`config.mk`:
```
export PLATFORM = sky130hd
export DESIGN_NAME = z80_datapath
export DESIGN_NICKNAME = d
export VERILOG_FILES = /design/src/design/z80_alu_pkg.sv /design/src/design/z80_bus_pkg.sv /design/src/design/data_bus_if.sv /design/src/design/acc_flag_unit.sv /design/src/design/data_bus_arbiter.sv /design/src/design/micro_op_sequencer.sv /design/src/design/reg_file.sv /design/src/design/z80_datapath.sv
export VERILOG_INCLUDE_DIRS = /design/src /design/src/design
export SDC_FILE = /design/constraint.sdc
export NUM_CORES = 1
export LEC_CHECK = 0
export ABC_AREA = 1
export BUFFER_PORTS_ARGS = -buffer_cell sky130_fd_sc_hd__buf_4
export CORE_ASPECT_RATIO = 0.75
export CORE_UTILIZATION = 35
export CTS_CLUSTER_DIAMETER = 40
export CTS_CLUSTER_SIZE = 14
export DETAILED_ROUTE_END_ITERATION = 8
export PLACE_DENSITY = 0.48
export SLEW_MARGIN = 10
export SYNTH_ARGS = -nofsm -noshare
export SYNTH_HDL_FRONTEND = slang
export SYNTH_SLANG_ARGS = --single-unit
```
`constraint.sdc`:
```
create_clock -name clk -period 2.93 [get_ports clk]
set_input_delay 0.879 -clock clk [delete_from_list [all_inputs] [get_ports clk]]
set_output_delay 0.879 -clock clk [all_outputs]
set_load 0.02 [all_outputs]
```
`src/design/z80_settings.svh`:
```
`ifndef Z80_SETTINGS_SVH
`define Z80_SETTINGS_SVH

// --------------------
// datapath widths
// --------------------

// one byte travels on the internal bus
`define Z80_DATA_W 8

// a selector names one of B, C, D, E, H, L, F or A
`define Z80_SEL_W 3

// opcode width of the byte ALU
`define Z80_ALU_OP_W 4

// --------------------
// bit positions inside F
// --------------------
`define Z80_FLAG_S  7
`define Z80_FLAG_Z  6
`define Z80_FLAG_H  4
`define Z80_FLAG_PV 2
`define Z80_FLAG_N  1
`define Z80_FLAG_C  0

`endif

```
`src/design/z80_alu_pkg.sv`:
```
`include "z80_settings.svh"

package z80_alu_pkg;

  // the seven byte operations, all take A and the bus byte
  typedef enum logic [`Z80_ALU_OP_W-1:0] {
    ADD,
    ADC,
    SUB,
    INC,
    DEC,
    CPL,
    CCF
  } alu_op_t;

  // the F register, f5 and f3 are the undocumented bits that never change here
  typedef struct packed {
    logic s;
    logic z;
    logic f5;
    logic h;
    logic f3;
    logic pv;
    logic n;
    logic c;
  } flags_t;

endpackage

```
`src/design/z80_bus_pkg.sv`:
```
`include "z80_settings.svh"

package z80_bus_pkg;

  // one byte on the internal data bus
  typedef logic [`Z80_DATA_W-1:0] byte_t;

  // register selector, B to L keep the usual Z80 field codes 0 to 5
  // code 6 names F here and code 7 names A
  typedef enum logic [`Z80_SEL_W-1:0] {
    REG_B,
    REG_C,
    REG_D,
    REG_E,
    REG_H,
    REG_L,
    REG_F,
    REG_A
  } reg_sel_t;

  // commands accepted over the req/ack handshake
  typedef enum logic [2:0] {
    LOAD_IMM,
    MOVE,
    READ,
    ALU,
    EXX,
    EX_AF
  } cmd_kind_t;

endpackage

```
`src/design/data_bus_if.sv`:
```
`timescale 1ns/1ps

interface data_bus_if;

  // selectors and strobes, all owned by the sequencer
  z80_bus_pkg::reg_sel_t src_sel;
  z80_bus_pkg::reg_sel_t dst_sel;
  logic                  drive_en;
  logic                  load_en;
  logic                  imm_req;
  z80_bus_pkg::byte_t    imm_data;

  // each peer asks for the bus with its own request and data
  logic                  reg_req;
  z80_bus_pkg::byte_t    reg_data;
  logic                  acc_req;
  z80_bus_pkg::byte_t    acc_data;

  // the resolved bus byte that everybody listens to
  z80_bus_pkg::byte_t    bus_value;

  modport sequencer (
    output src_sel, dst_sel, drive_en, load_en, imm_req, imm_data,
    input  bus_value
  );
  modport reg_peer (
    input  src_sel, dst_sel, drive_en, load_en, bus_value,
    output reg_req, reg_data
  );
  modport acc_peer (
    input  src_sel, dst_sel, drive_en, load_en, bus_value,
    output acc_req, acc_data
  );
  modport arbiter (
    input  imm_req, imm_data, reg_req, reg_data, acc_req, acc_data,
    output bus_value
  );

endinterface

```
`src/design/acc_flag_unit.sv`:
```
`timescale 1ns/1ps
`include "z80_settings.svh"

module acc_flag_unit (
  input  logic                 clk,
  input  logic                 reset,
  data_bus_if.acc_peer         bus,
  input  logic                 ex_af,
  input  logic                 alu_en,
  input  z80_alu_pkg::alu_op_t alu_op,
  output z80_bus_pkg::byte_t   flags
);

  z80_bus_pkg::byte_t   a_reg;
  z80_bus_pkg::byte_t   a_shadow;
  z80_alu_pkg::flags_t  f_reg;
  z80_alu_pkg::flags_t  f_shadow;

  z80_bus_pkg::byte_t   addend;
  logic                 carry_in;
  logic                 is_sub;
  logic [`Z80_DATA_W:0] sum;
  logic [4:0]           half_sum;
  z80_bus_pkg::byte_t   alu_result;
  z80_bus_pkg::byte_t   alu_flags;

  // --------------------
  // bus drive
  // --------------------
  assign bus.acc_req  = bus.drive_en &&
                        (bus.src_sel == z80_bus_pkg::REG_A || bus.src_sel == z80_bus_pkg::REG_F);
  assign bus.acc_data = (bus.src_sel == z80_bus_pkg::REG_F) ? z80_bus_pkg::byte_t'(f_reg) : a_reg;

  // --------------------
  // byte ALU
  // --------------------

  // every arithmetic op runs through one adder, subtraction adds the
  // inverted operand with a carry in and INC/DEC add +1 or -1
  always_comb begin
    addend   = bus.bus_value;
    carry_in = 1'b0;
    is_sub   = 1'b0;
    case (alu_op)
      z80_alu_pkg::ADC: carry_in = f_reg.c;
      z80_alu_pkg::SUB: begin
        addend   = ~bus.bus_value;
        carry_in = 1'b1;
        is_sub   = 1'b1;
      end
      z80_alu_pkg::INC: begin
        addend   = '0;
        carry_in = 1'b1;
      end
      z80_alu_pkg::DEC: begin
        addend = '1;
        is_sub = 1'b1;
      end
      default: ;
    endcase
    sum      = {1'b0, a_reg} + {1'b0, addend} + carry_in;
    half_sum = {1'b0, a_reg[3:0]} + {1'b0, addend[3:0]} + carry_in;
  end

  // flags start from the old F so that anything an op does not name survives
  always_comb begin
    alu_flags  = f_reg;
    alu_result = sum[`Z80_DATA_W-1:0];
    case (alu_op)
      z80_alu_pkg::ADD, z80_alu_pkg::ADC, z80_alu_pkg::SUB,
      z80_alu_pkg::INC, z80_alu_pkg::DEC: begin
        alu_flags[`Z80_FLAG_S] = sum[7];
        alu_flags[`Z80_FLAG_Z] = (sum[7:0] == '0);
        // a borrow is the missing carry of the inverted add
        alu_flags[`Z80_FLAG_H] = half_sum[4] ^ is_sub;
        // overflow when both inputs agree in sign and the result does not
        alu_flags[`Z80_FLAG_PV] = (a_reg[7] == addend[7]) && (sum[7] != a_reg[7]);
        alu_flags[`Z80_FLAG_N] = is_sub;
        // INC and DEC leave C alone as on the real part
        if (alu_op != z80_alu_pkg::INC && alu_op != z80_alu_pkg::DEC) begin
          alu_flags[`Z80_FLAG_C] = sum[`Z80_DATA_W] ^ is_sub;
        end
      end
      z80_alu_pkg::CPL: begin
        alu_result             = ~a_reg;
        alu_flags[`Z80_FLAG_H] = 1'b1;
        alu_flags[`Z80_FLAG_N] = 1'b1;
      end
      z80_alu_pkg::CCF: begin
        alu_result             = a_reg;
        alu_flags[`Z80_FLAG_H] = f_reg.c;
        alu_flags[`Z80_FLAG_N] = 1'b0;
        alu_flags[`Z80_FLAG_C] = ~f_reg.c;
      end
      default: alu_result = a_reg;
    endcase
  end

  // --------------------
  // A and F update
  // --------------------

  // only one of exchange, ALU write or bus load is active in any cycle
  always_ff @(posedge clk) begin
    if (reset) begin
      a_reg    <= '0;
      a_shadow <= '0;
      f_reg    <= '0;
      f_shadow <= '0;
    end else if (ex_af) begin
      a_reg    <= a_shadow;
      a_shadow <= a_reg;
      f_reg    <= f_shadow;
      f_shadow <= f_reg;
    end else if (alu_en) begin
      a_reg <= alu_result;
      f_reg <= z80_alu_pkg::flags_t'(alu_flags);
    end else if (bus.load_en) begin
      if (bus.dst_sel == z80_bus_pkg::REG_A) begin
        a_reg <= bus.bus_value;
      end else if (bus.dst_sel == z80_bus_pkg::REG_F) begin
        f_reg <= z80_alu_pkg::flags_t'(bus.bus_value);
      end
    end
  end

  assign flags = f_reg;

endmodule

```
`src/design/data_bus_arbiter.sv`:
```
`timescale 1ns/1ps

module data_bus_arbiter (
  data_bus_if.arbiter bus
);

  z80_bus_pkg::byte_t winner_data;

  // --------------------
  // fixed priority
  // --------------------

  // the accumulator unit wins over the register file, and the immediate
  // byte only reaches the bus when neither peer asks for it
  always_comb begin
    if (bus.acc_req) begin
      winner_data = bus.acc_data;
    end else if (bus.reg_req) begin
      winner_data = bus.reg_data;
    end else if (bus.imm_req) begin
      winner_data = bus.imm_data;
    end else begin
      // an idle bus reads as zero
      winner_data = '0;
    end
  end

  assign bus.bus_value = winner_data;

endmodule

```
`src/design/micro_op_sequencer.sv`:
```
`timescale 1ns/1ps

module micro_op_sequencer (
  input  logic                   clk,
  input  logic                   reset,
  input  logic                   req,
  input  z80_bus_pkg::cmd_kind_t cmd_kind,
  input  z80_bus_pkg::reg_sel_t  cmd_dst,
  input  z80_bus_pkg::reg_sel_t  cmd_src,
  input  z80_alu_pkg::alu_op_t   cmd_alu_op,
  input  z80_bus_pkg::byte_t     data_in,
  output logic                   ack,
  output z80_bus_pkg::byte_t     result_data,
  data_bus_if.sequencer          bus,
  output logic                   exx,
  output logic                   ex_af,
  output logic                   alu_en,
  output z80_alu_pkg::alu_op_t   alu_op
);

  typedef enum logic [1:0] {
    IDLE,
    EXEC,
    ACK
  } state_t;

  state_t                 state;
  logic                   in_exec;
  z80_bus_pkg::cmd_kind_t kind_q;
  z80_bus_pkg::reg_sel_t  dst_q;
  z80_bus_pkg::reg_sel_t  src_q;
  z80_bus_pkg::byte_t     data_q;
  z80_alu_pkg::alu_op_t   op_q;

  // --------------------
  // handshake FSM
  // --------------------

  // IDLE waits for req, EXEC is the single bus cycle, ACK waits for req to drop
  always_ff @(posedge clk) begin
    if (reset) begin
      state       <= IDLE;
      ack         <= 1'b0;
      kind_q      <= z80_bus_pkg::READ;
      result_data <= '0;
    end else begin
      case (state)
        IDLE: begin
          if (req) begin
            state  <= EXEC;
            kind_q <= cmd_kind;
          end
        end
        EXEC: begin
          state <= ACK;
          ack   <= 1'b1;
          // exchanges put nothing on the bus, so the last byte stays visible
          if (kind_q != z80_bus_pkg::EXX && kind_q != z80_bus_pkg::EX_AF) begin
            result_data <= bus.bus_value;
          end
        end
        ACK: begin
          if (!req) begin
            state <= IDLE;
            ack   <= 1'b0;
          end
        end
        default: state <= IDLE;
      endcase
    end
  end

  // the command fields are captured at acceptance and held until the next one
  always_ff @(posedge clk) begin
    if (state == IDLE && req) begin
      dst_q  <= cmd_dst;
      src_q  <= cmd_src;
      data_q <= data_in;
      op_q   <= cmd_alu_op;
    end
  end

  // --------------------
  // EXEC cycle controls
  // --------------------
  assign in_exec = (state == EXEC);

  // a register is sourced onto the bus for every command that reads one
  assign bus.drive_en = in_exec && (kind_q == z80_bus_pkg::MOVE ||
                                    kind_q == z80_bus_pkg::READ ||
                                    kind_q == z80_bus_pkg::ALU);
  assign bus.imm_req  = in_exec && (kind_q == z80_bus_pkg::LOAD_IMM);
  assign bus.imm_data = data_q;
  assign bus.load_en  = in_exec && (kind_q == z80_bus_pkg::MOVE ||
                                    kind_q == z80_bus_pkg::LOAD_IMM);
  assign bus.src_sel  = src_q;
  assign bus.dst_sel  = dst_q;

  assign alu_en = in_exec && (kind_q == z80_bus_pkg::ALU);
  assign exx    = in_exec && (kind_q == z80_bus_pkg::EXX);
  assign ex_af  = in_exec && (kind_q == z80_bus_pkg::EX_AF);
  assign alu_op = op_q;

endmodule

```
`src/design/reg_file.sv`:
```
`timescale 1ns/1ps

module reg_file (
  input  logic         clk,
  input  logic         reset,
  data_bus_if.reg_peer bus,
  input  logic         exx
);

  // B, C, D, E, H and L, indexed by their selector code
  localparam int unsigned NUM_REGS = 6;

  z80_bus_pkg::byte_t main_regs   [NUM_REGS];
  z80_bus_pkg::byte_t shadow_regs [NUM_REGS];
  logic               src_own;
  logic               dst_own;

  // codes above L belong to the accumulator unit
  assign src_own = (bus.src_sel <= z80_bus_pkg::REG_L);
  assign dst_own = (bus.dst_sel <= z80_bus_pkg::REG_L);

  // --------------------
  // bus drive
  // --------------------
  assign bus.reg_req  = bus.drive_en && src_own;
  assign bus.reg_data = src_own ? main_regs[bus.src_sel] : '0;

  // --------------------
  // load and exchange
  // --------------------

  // EXX swaps all six pairs in one edge through direct paths, the bus is
  // not involved, and the sequencer never asks for a load in the same cycle
  always_ff @(posedge clk) begin
    if (reset) begin
      for (int i = 0; i < NUM_REGS; i++) begin
        main_regs[i]   <= '0;
        shadow_regs[i] <= '0;
      end
    end else if (exx) begin
      for (int i = 0; i < NUM_REGS; i++) begin
        main_regs[i]   <= shadow_regs[i];
        shadow_regs[i] <= main_regs[i];
      end
    end else if (bus.load_en && dst_own) begin
      // a load only ever touches the visible bank
      main_regs[bus.dst_sel] <= bus.bus_value;
    end
  end

endmodule

```
`src/design/z80_datapath.sv`:
```
`timescale 1ns/1ps

module z80_datapath (
  input  logic                   clk,
  input  logic                   reset,
  input  logic                   req,
  input  z80_bus_pkg::cmd_kind_t cmd_kind,
  input  z80_bus_pkg::reg_sel_t  cmd_dst,
  input  z80_bus_pkg::reg_sel_t  cmd_src,
  input  z80_alu_pkg::alu_op_t   cmd_alu_op,
  input  z80_bus_pkg::byte_t     data_in,
  output logic                   ack,
  output z80_bus_pkg::byte_t     result_data,
  output z80_bus_pkg::byte_t     flags
);

  // strobes from the sequencer that bypass the shared bus
  logic                 exx;
  logic                 ex_af;
  logic                 alu_en;
  z80_alu_pkg::alu_op_t alu_op;

  // the one internal data bus
  data_bus_if bus_i ();

  micro_op_sequencer micro_op_sequencer_i (
    .clk         (clk),
    .reset       (reset),
    .req         (req),
    .cmd_kind    (cmd_kind),
    .cmd_dst     (cmd_dst),
    .cmd_src     (cmd_src),
    .cmd_alu_op  (cmd_alu_op),
    .data_in     (data_in),
    .ack         (ack),
    .result_data (result_data),
    .bus         (bus_i),
    .exx         (exx),
    .ex_af       (ex_af),
    .alu_en      (alu_en),
    .alu_op      (alu_op)
  );

  data_bus_arbiter data_bus_arbiter_i (
    .bus (bus_i)
  );

  reg_file reg_file_i (
    .clk   (clk),
    .reset (reset),
    .bus   (bus_i),
    .exx   (exx)
  );

  acc_flag_unit acc_flag_unit_i (
    .clk    (clk),
    .reset  (reset),
    .bus    (bus_i),
    .ex_af  (ex_af),
    .alu_en (alu_en),
    .alu_op (alu_op),
    .flags  (flags)
  );

endmodule

```
* After elaboration in Yosys (flattened, before gate mapping)
Memories as Yosys holds them, arrays and structs flattened. A register that Yosys moved wholly into a read port is not among the register bits. Cells that the tools add are included.
Storage, ports and cells: RAM bits 96, output and inout port bits 17, bits of input ports 24, memories 2, word-level logic and storage cells 178, register bits 64
Memories:
- reg_file_i.main_regs | words 6, width 8, read ports 7, clocked after Yosys merged registers in 1, wr ports 6, line reg_file.sv:13 | z80_bus_pkg::byte_t main_regs [NUM_REGS];
- reg_file_i.shadow_regs | words 6, width 8, read ports 6, clocked after Yosys merged registers in 0, wr ports 6, line reg_file.sv:14 | z80_bus_pkg::byte_t shadow_regs [NUM_REGS];
Operators by class: multiplexer cells 54, reduce and logical (&&, ||, !) cells 40, bitwise operators 17, add/sub/neg operators 4, equality and inequality tests 33, $lt $le $gt $ge 2
Operators by type and width (count):
- two-way mux 8 bit | 27
- one-hot mux 8 bit (3 select lines) | 1
- equality test 3 bit, second input constant | 6
- inequality test 4 x 3 -> 1 bit, second input constant | 4
- NOT 8 bit | 2
- one-hot mux 8 bit (2 select lines) | 1
- two-way mux 1 bit | 14
- logical AND 1 bit | 13
- equality test 4 x 3 -> 1 bit, second input constant | 3
- bitwise OR 1 bit | 12
- AND reduction 4 bit | 3
- adder 8 x 8 -> 9 bit | 1
- adder 9 x 1 -> 9 bit | 1
- nonzero test 3 bit | 3
- equality test 4 x 2 -> 1 bit, second input constant | 2
- logical NOT 8 bit | 1
- AND reduction 2 bit | 4
- OR reduction 8 bit | 1
- equality test 3 x 2 -> 1 bit, second input constant | 2
- <= comparator 3 bit, second input constant | 2
- two-way mux 2 bit | 3
- two-way mux 3 bit | 2
- inequality test 3 bit, second input constant | 2
- one-hot mux 1 bit (2 select lines) | 3
- 27 further kinds | 37

* Depth between registers and ports, before layout
depth after elaboration 16, depth in mapped cells 26, gate-level depth less buffers 24

* Cells and area by module
From an unflattened synthesis, not the netlist that was laid out.
Unflattened totals: cells, all modules 1009, area, all modules 8355.5 um^2
Modules (own cells, without submodules):
- reg_file | cells each 493, instances 1, seq. area each 2942.8 um^2, area each 4655.7 um^2
- acc_flag_unit | cells each 342, instances 1, seq. area each 640.6 um^2, area each 2254.7 um^2
- micro_op_sequencer | cells each 113, instances 1, seq. area each 820.8 um^2, area each 1192.4 um^2
- data_bus_arbiter | cells each 61, instances 1, seq. area each 0.0 um^2, area each 252.7 um^2

* Least setup slack after synthesis
Ideal clock, no wire load.
path type register to register, from register micro_op_sequencer_i.src_q[1] (netlist: micro_op_sequencer_i.bus.src_sel[1]), to register acc_flag_unit_i.a_reg[4], data arrival time 2.766 ns, clock period less this slack 2.875 ns, path buffers 1, cell stages (with the launch flop) 20, required time 2.821 ns, library setup time 0.109 ns, setup slack 0.055 ns, cells stage by stage edfxtp_1 nand2_1 nor2_2 buf_2 o21ai_0 nand2_1 nand3_2 o21ai_0 nand2_1 fa_1 inv_1 fa_1 inv_1 nand2_1 nand2_1 xor2_1 o211ai_1 nand4_1 nand2_1 inv_1
On the way: cells in the longest elaborated chain, start to end 11, elaborated cells between the ends (all ways) 19
RTL lines:
- start, declared | line micro_op_sequencer.sv:31 | z80_bus_pkg::reg_sel_t src_q;
- start signal, assigned | line micro_op_sequencer.sv:77 | src_q <= cmd_src;
- <= comparator 3 bit (tied with other cells) | line reg_file.sv:19 | assign src_own = (bus.src_sel <= z80_bus_pkg::REG_L);
- two-way mux 8 bit (tied with other cells) | line reg_file.sv:26 | assign bus.reg_data = src_own ? main_regs[bus.src_sel] : '0;
- two-way mux 8 bit / logical AND 1 bit (equally long branches) | line data_bus_arbiter.sv:18, acc_flag_unit.sv:30
- two-way mux 8 bit (*) | line data_bus_arbiter.sv:16 | if (bus.acc_req) begin
- net acc_flag_unit_i.bus.bus_value[0] | line data_bus_if.sv:31 | input src_sel, dst_sel, drive_en, load_en, bus_value,
- NOT 8 bit | line acc_flag_unit.sv:47 | addend = ~bus.bus_value;
- one-hot mux 8 bit (3 select lines) (*) | line acc_flag_unit.sv:44 | case (alu_op)
- adder 8 x 8 -> 9 bit (*) | line acc_flag_unit.sv:61 | sum = {1'b0, a_reg} + {1'b0, addend} + carry_in;
- adder 9 x 1 -> 9 bit (*) | line acc_flag_unit.sv:61
- one-hot mux 8 bit (2 select lines) (*) | line acc_flag_unit.sv:69 | case (alu_op)
- two-way mux 8 bit (*) | line acc_flag_unit.sv:115 | end else if (alu_en) begin
- two-way mux 8 bit (*) | line acc_flag_unit.sv:110 | end else if (ex_af) begin
- end signal, assigned | line acc_flag_unit.sv:111 | a_reg <= a_shadow;
- end signal, assigned | line acc_flag_unit.sv:116 | a_reg <= alu_result;
- end signal, assigned | line acc_flag_unit.sv:120 | a_reg <= bus.bus_value;
- end, declared | line acc_flag_unit.sv:14 | z80_bus_pkg::byte_t a_reg;
The timed path passes the listed nets; every way through them passes the cells marked *. The select of a mux whose other input is x is not followed. A chain may end at the register's enable or synchronous reset.

==> results by group <==
Run status
  – Outcome: completed

Power and ir drop
  – Pwr/cell area: around 560 nW/um^2
  – Internal Power: 4.436 mW
  – Sw power: 1.572 mW
  – Gate power share: 12.6%
  – Sw Share: 26.16%
  – Sequential fraction of design power: 48.0%
  – Clock power share: 39.4%
  – Leakage power: 4.473 nW
  – Tot Pwr: about 6.0 mW
  – VDD IR max: 0.0004328 V

Clock tree
  – H-tree depth: 4
  – Skew-Pair Late Insertion Delay: 0.45 ns
  – Clock sinks: about 180
  – Clk buf depth: 2
  – Num CTS Buffers: 17
  – CTS tree: done
  – Clock root buffer: clkbuf_16
  – Register clock-pin slew on the reported worst setup and hold paths: 0.07 ns

Final layout
  – Post-route cell area: 10750 um^2
  – Largest registers: reg_file_i.main_regs: 64 flops, reg_file_i.shadow_regs: 48 flops
  – Post-Layout Cell Count: 1422
  – Layout cells sized above 1: about a quarter
  – Ant. Diodes: 0
  – Nets@finish: 1113
  – Max reg flops: 64
  – P&R area growth vs syn: 22.44%
  – # fillers: 2444
  – Largest register by flop count: reg_file_i.main_regs

Placed design
  – Final GP Congestion: 0.8890
  – DP HPWL: 18.22 mm
  – Input/output buffers: 40
  – Cell area after placement: slightly below 10000 um^2
  – Placed cells: 1384

Floorplan
  – Initial core utilization: around 36%
  – Die Area: 25730 um^2
  – Die width: 184.9 um
  – Rows: 49
  – Die height: 139.2 um
  – Total core area: 24280 um^2
  – IO Pins: 41

Route
  – DRC: 0
  – Drt first pass iters: 5
  – Met2 wire length: about 10 mm
  – Via Count: 7110
  – Post-route ant nets: 0
  – Total Wirelength: 26.21 mm
  – M1 WL: 13.57 mm
  – Detail Route met3 WL: 2.044 mm
  – 1st-iter DRT viols: 701
  – WL per Instance: about 18 um
  – DR top layer: met4
  – Routed vias/inst: 5.000

Synth
  – Post-synth EDFFs: 130
  – #FFs+latches synth: between 150 and 200
  – Mapped cell area: 8781 um^2
  – Synth warn: 0
  – Synth Area per Inst: around 9 um^2
  – Post-Syn Instances: 972
  – Top-area cell type share of the netlist area: between 40% and 50%
  – Post-synth top flop: edfxtp_1
  – Sequential area share after synthesis: 55.63%
  – Ys async rst share: 0%
  – Synth area leaders: edfxtp_1, dfxtp_1, nand2_1, nand3_1, inv_1
  – Synth cell types: 42
  – Largest area contributor in the netlist: edfxtp_1

Timing
  – Tcrit/Tclk final: 94.80%
  – Max Slew Vio Count: 0
  – Final hold violation count: 0
  – Hold Slack: around 0.47 ns
  – Max-Slew Margin vs Limit: 52.65%
  – Final setup viols: 0
  – Fmax: around 360 MHz
  – Worst slew pin tran: 0.7102 ns
  – Final Skew: 0.01509 ns
  – Final worst path period need: about 2.8 ns
  – RSZ-0062 raised after global routing: yes

GRT
  – Initial antenna violation count: 0
  – Total grt overflow: 0
  – Vias in the first global route: 6598
  – Pin count of the biggest net entering global routing: 50
  – GRT Total Usage: 21.05%
  – First-pass GRT wire length: 39.95 mm

Worst setup path
  – Data arrival, critical path: between 3 and 4 ns
  – Worst-path cell with the longest stage delay: dfxtp_2
  – Max stage delay on crit path: 0.36 ns
  – Max FO, Critical Path: 16
  – Critical Path, Cell by Cell: clkinv_4 -> clkbuf_16 -> or2_1 -> nand2_1 -> nand3_1 -> nand3_1 -> nand3_2 -> nand2_1 -> o211ai_1 -> ha_1 -> nand2_2 -> inv_1 -> a21oi_2 -> nand2_1 -> nand2_1 -> nand2_1 -> o21bai_1 -> nand4_1 -> nand2_1 -> inv_1
  – Worst Path Required: 3.27 ns
  – CP Launch Type: flip-flop
  – Bufs and invs on worst path: 4
  – Worst setup EP type: flip-flop
  – Setup CP Type: reg -> reg
  – Critical path's top delay family: simple AND/OR/NAND/NOR gates
  – Cell mode on critical path: nand2_1

Worst hold path
  – Worst hold path class: reg -> reg

Flow run
  – Max_cap viols: 0
[worst reg2reg max path: stages (launching register included)]
cell and delay, ns:
dfxtp_2 0.36, clkinv_4 0.10, clkbuf_16 0.19, or2_1 0.21
nand2_1 0.06, nand3_1 0.07, nand3_1 0.12, nand3_2 0.13
nand2_1 0.10, o211ai_1 0.09, ha_1 0.33, nand2_2 0.09
inv_1 0.05, a21oi_2 0.15, nand2_1 0.10, nand2_1 0.07
nand2_1 0.09, o21bai_1 0.15, nand4_1 0.10, nand2_1 0.07
inv_1 0.04
[synth_stat cells, types with 3 or more instances]
cell type / count
clkbuf_1: 20
nor2_1: 91
a21oi_1: 56
ha_1: 7
nand2_2: 11
nor2_4: 9
o211ai_1: 22
edfxtp_1: 130
a21oi_2: 3
buf_6: 7
o21ai_1: 60
o21bai_1: 3
nand4_1: 14
nand2_1: 158
o21ai_0: 50
buf_2: 10
nand3_1: 95
dfxtp_1: 49
inv_1: 120
inv_2: 18
nand3_2: 10
[per-stage QoR]
stage / setup TNS, ns / setup slack [ns] / util, %
2_1_floorplan: 0 / 0.05543 / -
3_3_place_gp: 0 / 0.03160 / 40.70
3_5_place_dp: 0 / 0.008719 / 40.70
4_1_cts: 0 / 0.02489 / 43.16
5_1_grt: -0.2136 / -0.08536 / 44.28
6_report: 0 / 0.1522 / 44.28
[per-layer routing]
layer / vias up / GRT usage, %
li1: 3469 / -
met1: 3385 / 34.41
met2: 236 / 27.25
met3: 20 / 4.596
met4: 0 / 4.959
met5: - / 0
[placed cells by master (no fill, tap or decap), types with 4 or more instances in the layout]
| master | instances |
|---|---|
| nor2_4 | 10 |
| nand3_1 | 85 |
| inv_2 | 23 |
| buf_4 | 104 |
| conb_1 | 16 |
| o21ai_1 | 66 |
| ha_1 | 4 |
| buf_12 | 5 |
| dfxtp_1 | 47 |
| a21oi_2 | 7 |
| nor2_1 | 88 |
| nand2_1 | 148 |
| o21ai_0 | 40 |
| inv_1 | 114 |
| edfxtp_1 | 130 |
| nand3_2 | 19 |
| o211ai_1 | 22 |
| nand2_2 | 21 |
| nand4_1 | 14 |
| a21oi_1 | 51 |
| o21ai_2 | 5 |
| clkbuf_16 | 18 |
[kinds of logic (layout without fill, tap and decap cells)]
kind of cell               count (synthesis)  count (layout)  share of synthesized area (%)
DFF                                      179             179                          55.63
and+or+nand+nor                          403             403                          21.89
adders and majority gates                  9               9                          1.453
xor gates and xnor gates                   2               2                         0.1995
buffers and inverters                    180             284                          8.535
AOI/OAI and AO/OA                        198             198                          12.25
other                                      1              16                        0.04271
[path summary, 6_finish.rpt]
kind,startpoint,to,slack [ns],cells after the start
hold reg to reg,micro_op_sequencer_i.bus.src_sel[2],flip-flop,0.47,2
setup reg to reg,flip-flop,acc_flag_unit_i.a_reg[7],0.15,20
hold / removal,micro_op_sequencer_i.bus.src_sel[2],flip-flop,0.47,2
setup / recovery,flip-flop,acc_flag_unit_i.a_reg[7],0.15,20
[power by group through the flow]
stage	Sequential [mW]	Combinational (mW)	Clock (mW)
6_report	2.88	0.760	2.36
5_1_grt	2.89	0.829	2.51
4_1_cts	2.88	0.694	2.40
3_5_place_dp	2.93	0.687	0
3_3_place_gp	2.93	0.690	0
2_1_floorplan	2.93	0.387	0
[area by class of cell]
cell class | instances | area, um^2 | share of cell area, %
inverters | 140 | 534.3 | 4.969
flip-flops and latches | 179 | 4887 | 45.46
clock buffers | 17 | 425.4 | 3.957
well taps | 331 | 414.1 | 3.852
multi-input cells | 628 | 3386 | 31.49
clock inverters | 13 | 160.2 | 1.490
repair buffers | 114 | 944.7 | 8.786
[timing repair]
action / in CTS / in global routing
gates cloned: 0 / 2
hold buffers: 0 / 0
setup endpoints to repair: 1 / 11
buffers inserted: 0 / 6
gates resized for setup: 3 / 66
pin swaps: 1 / 25
(Power assumes the default switching activity.)
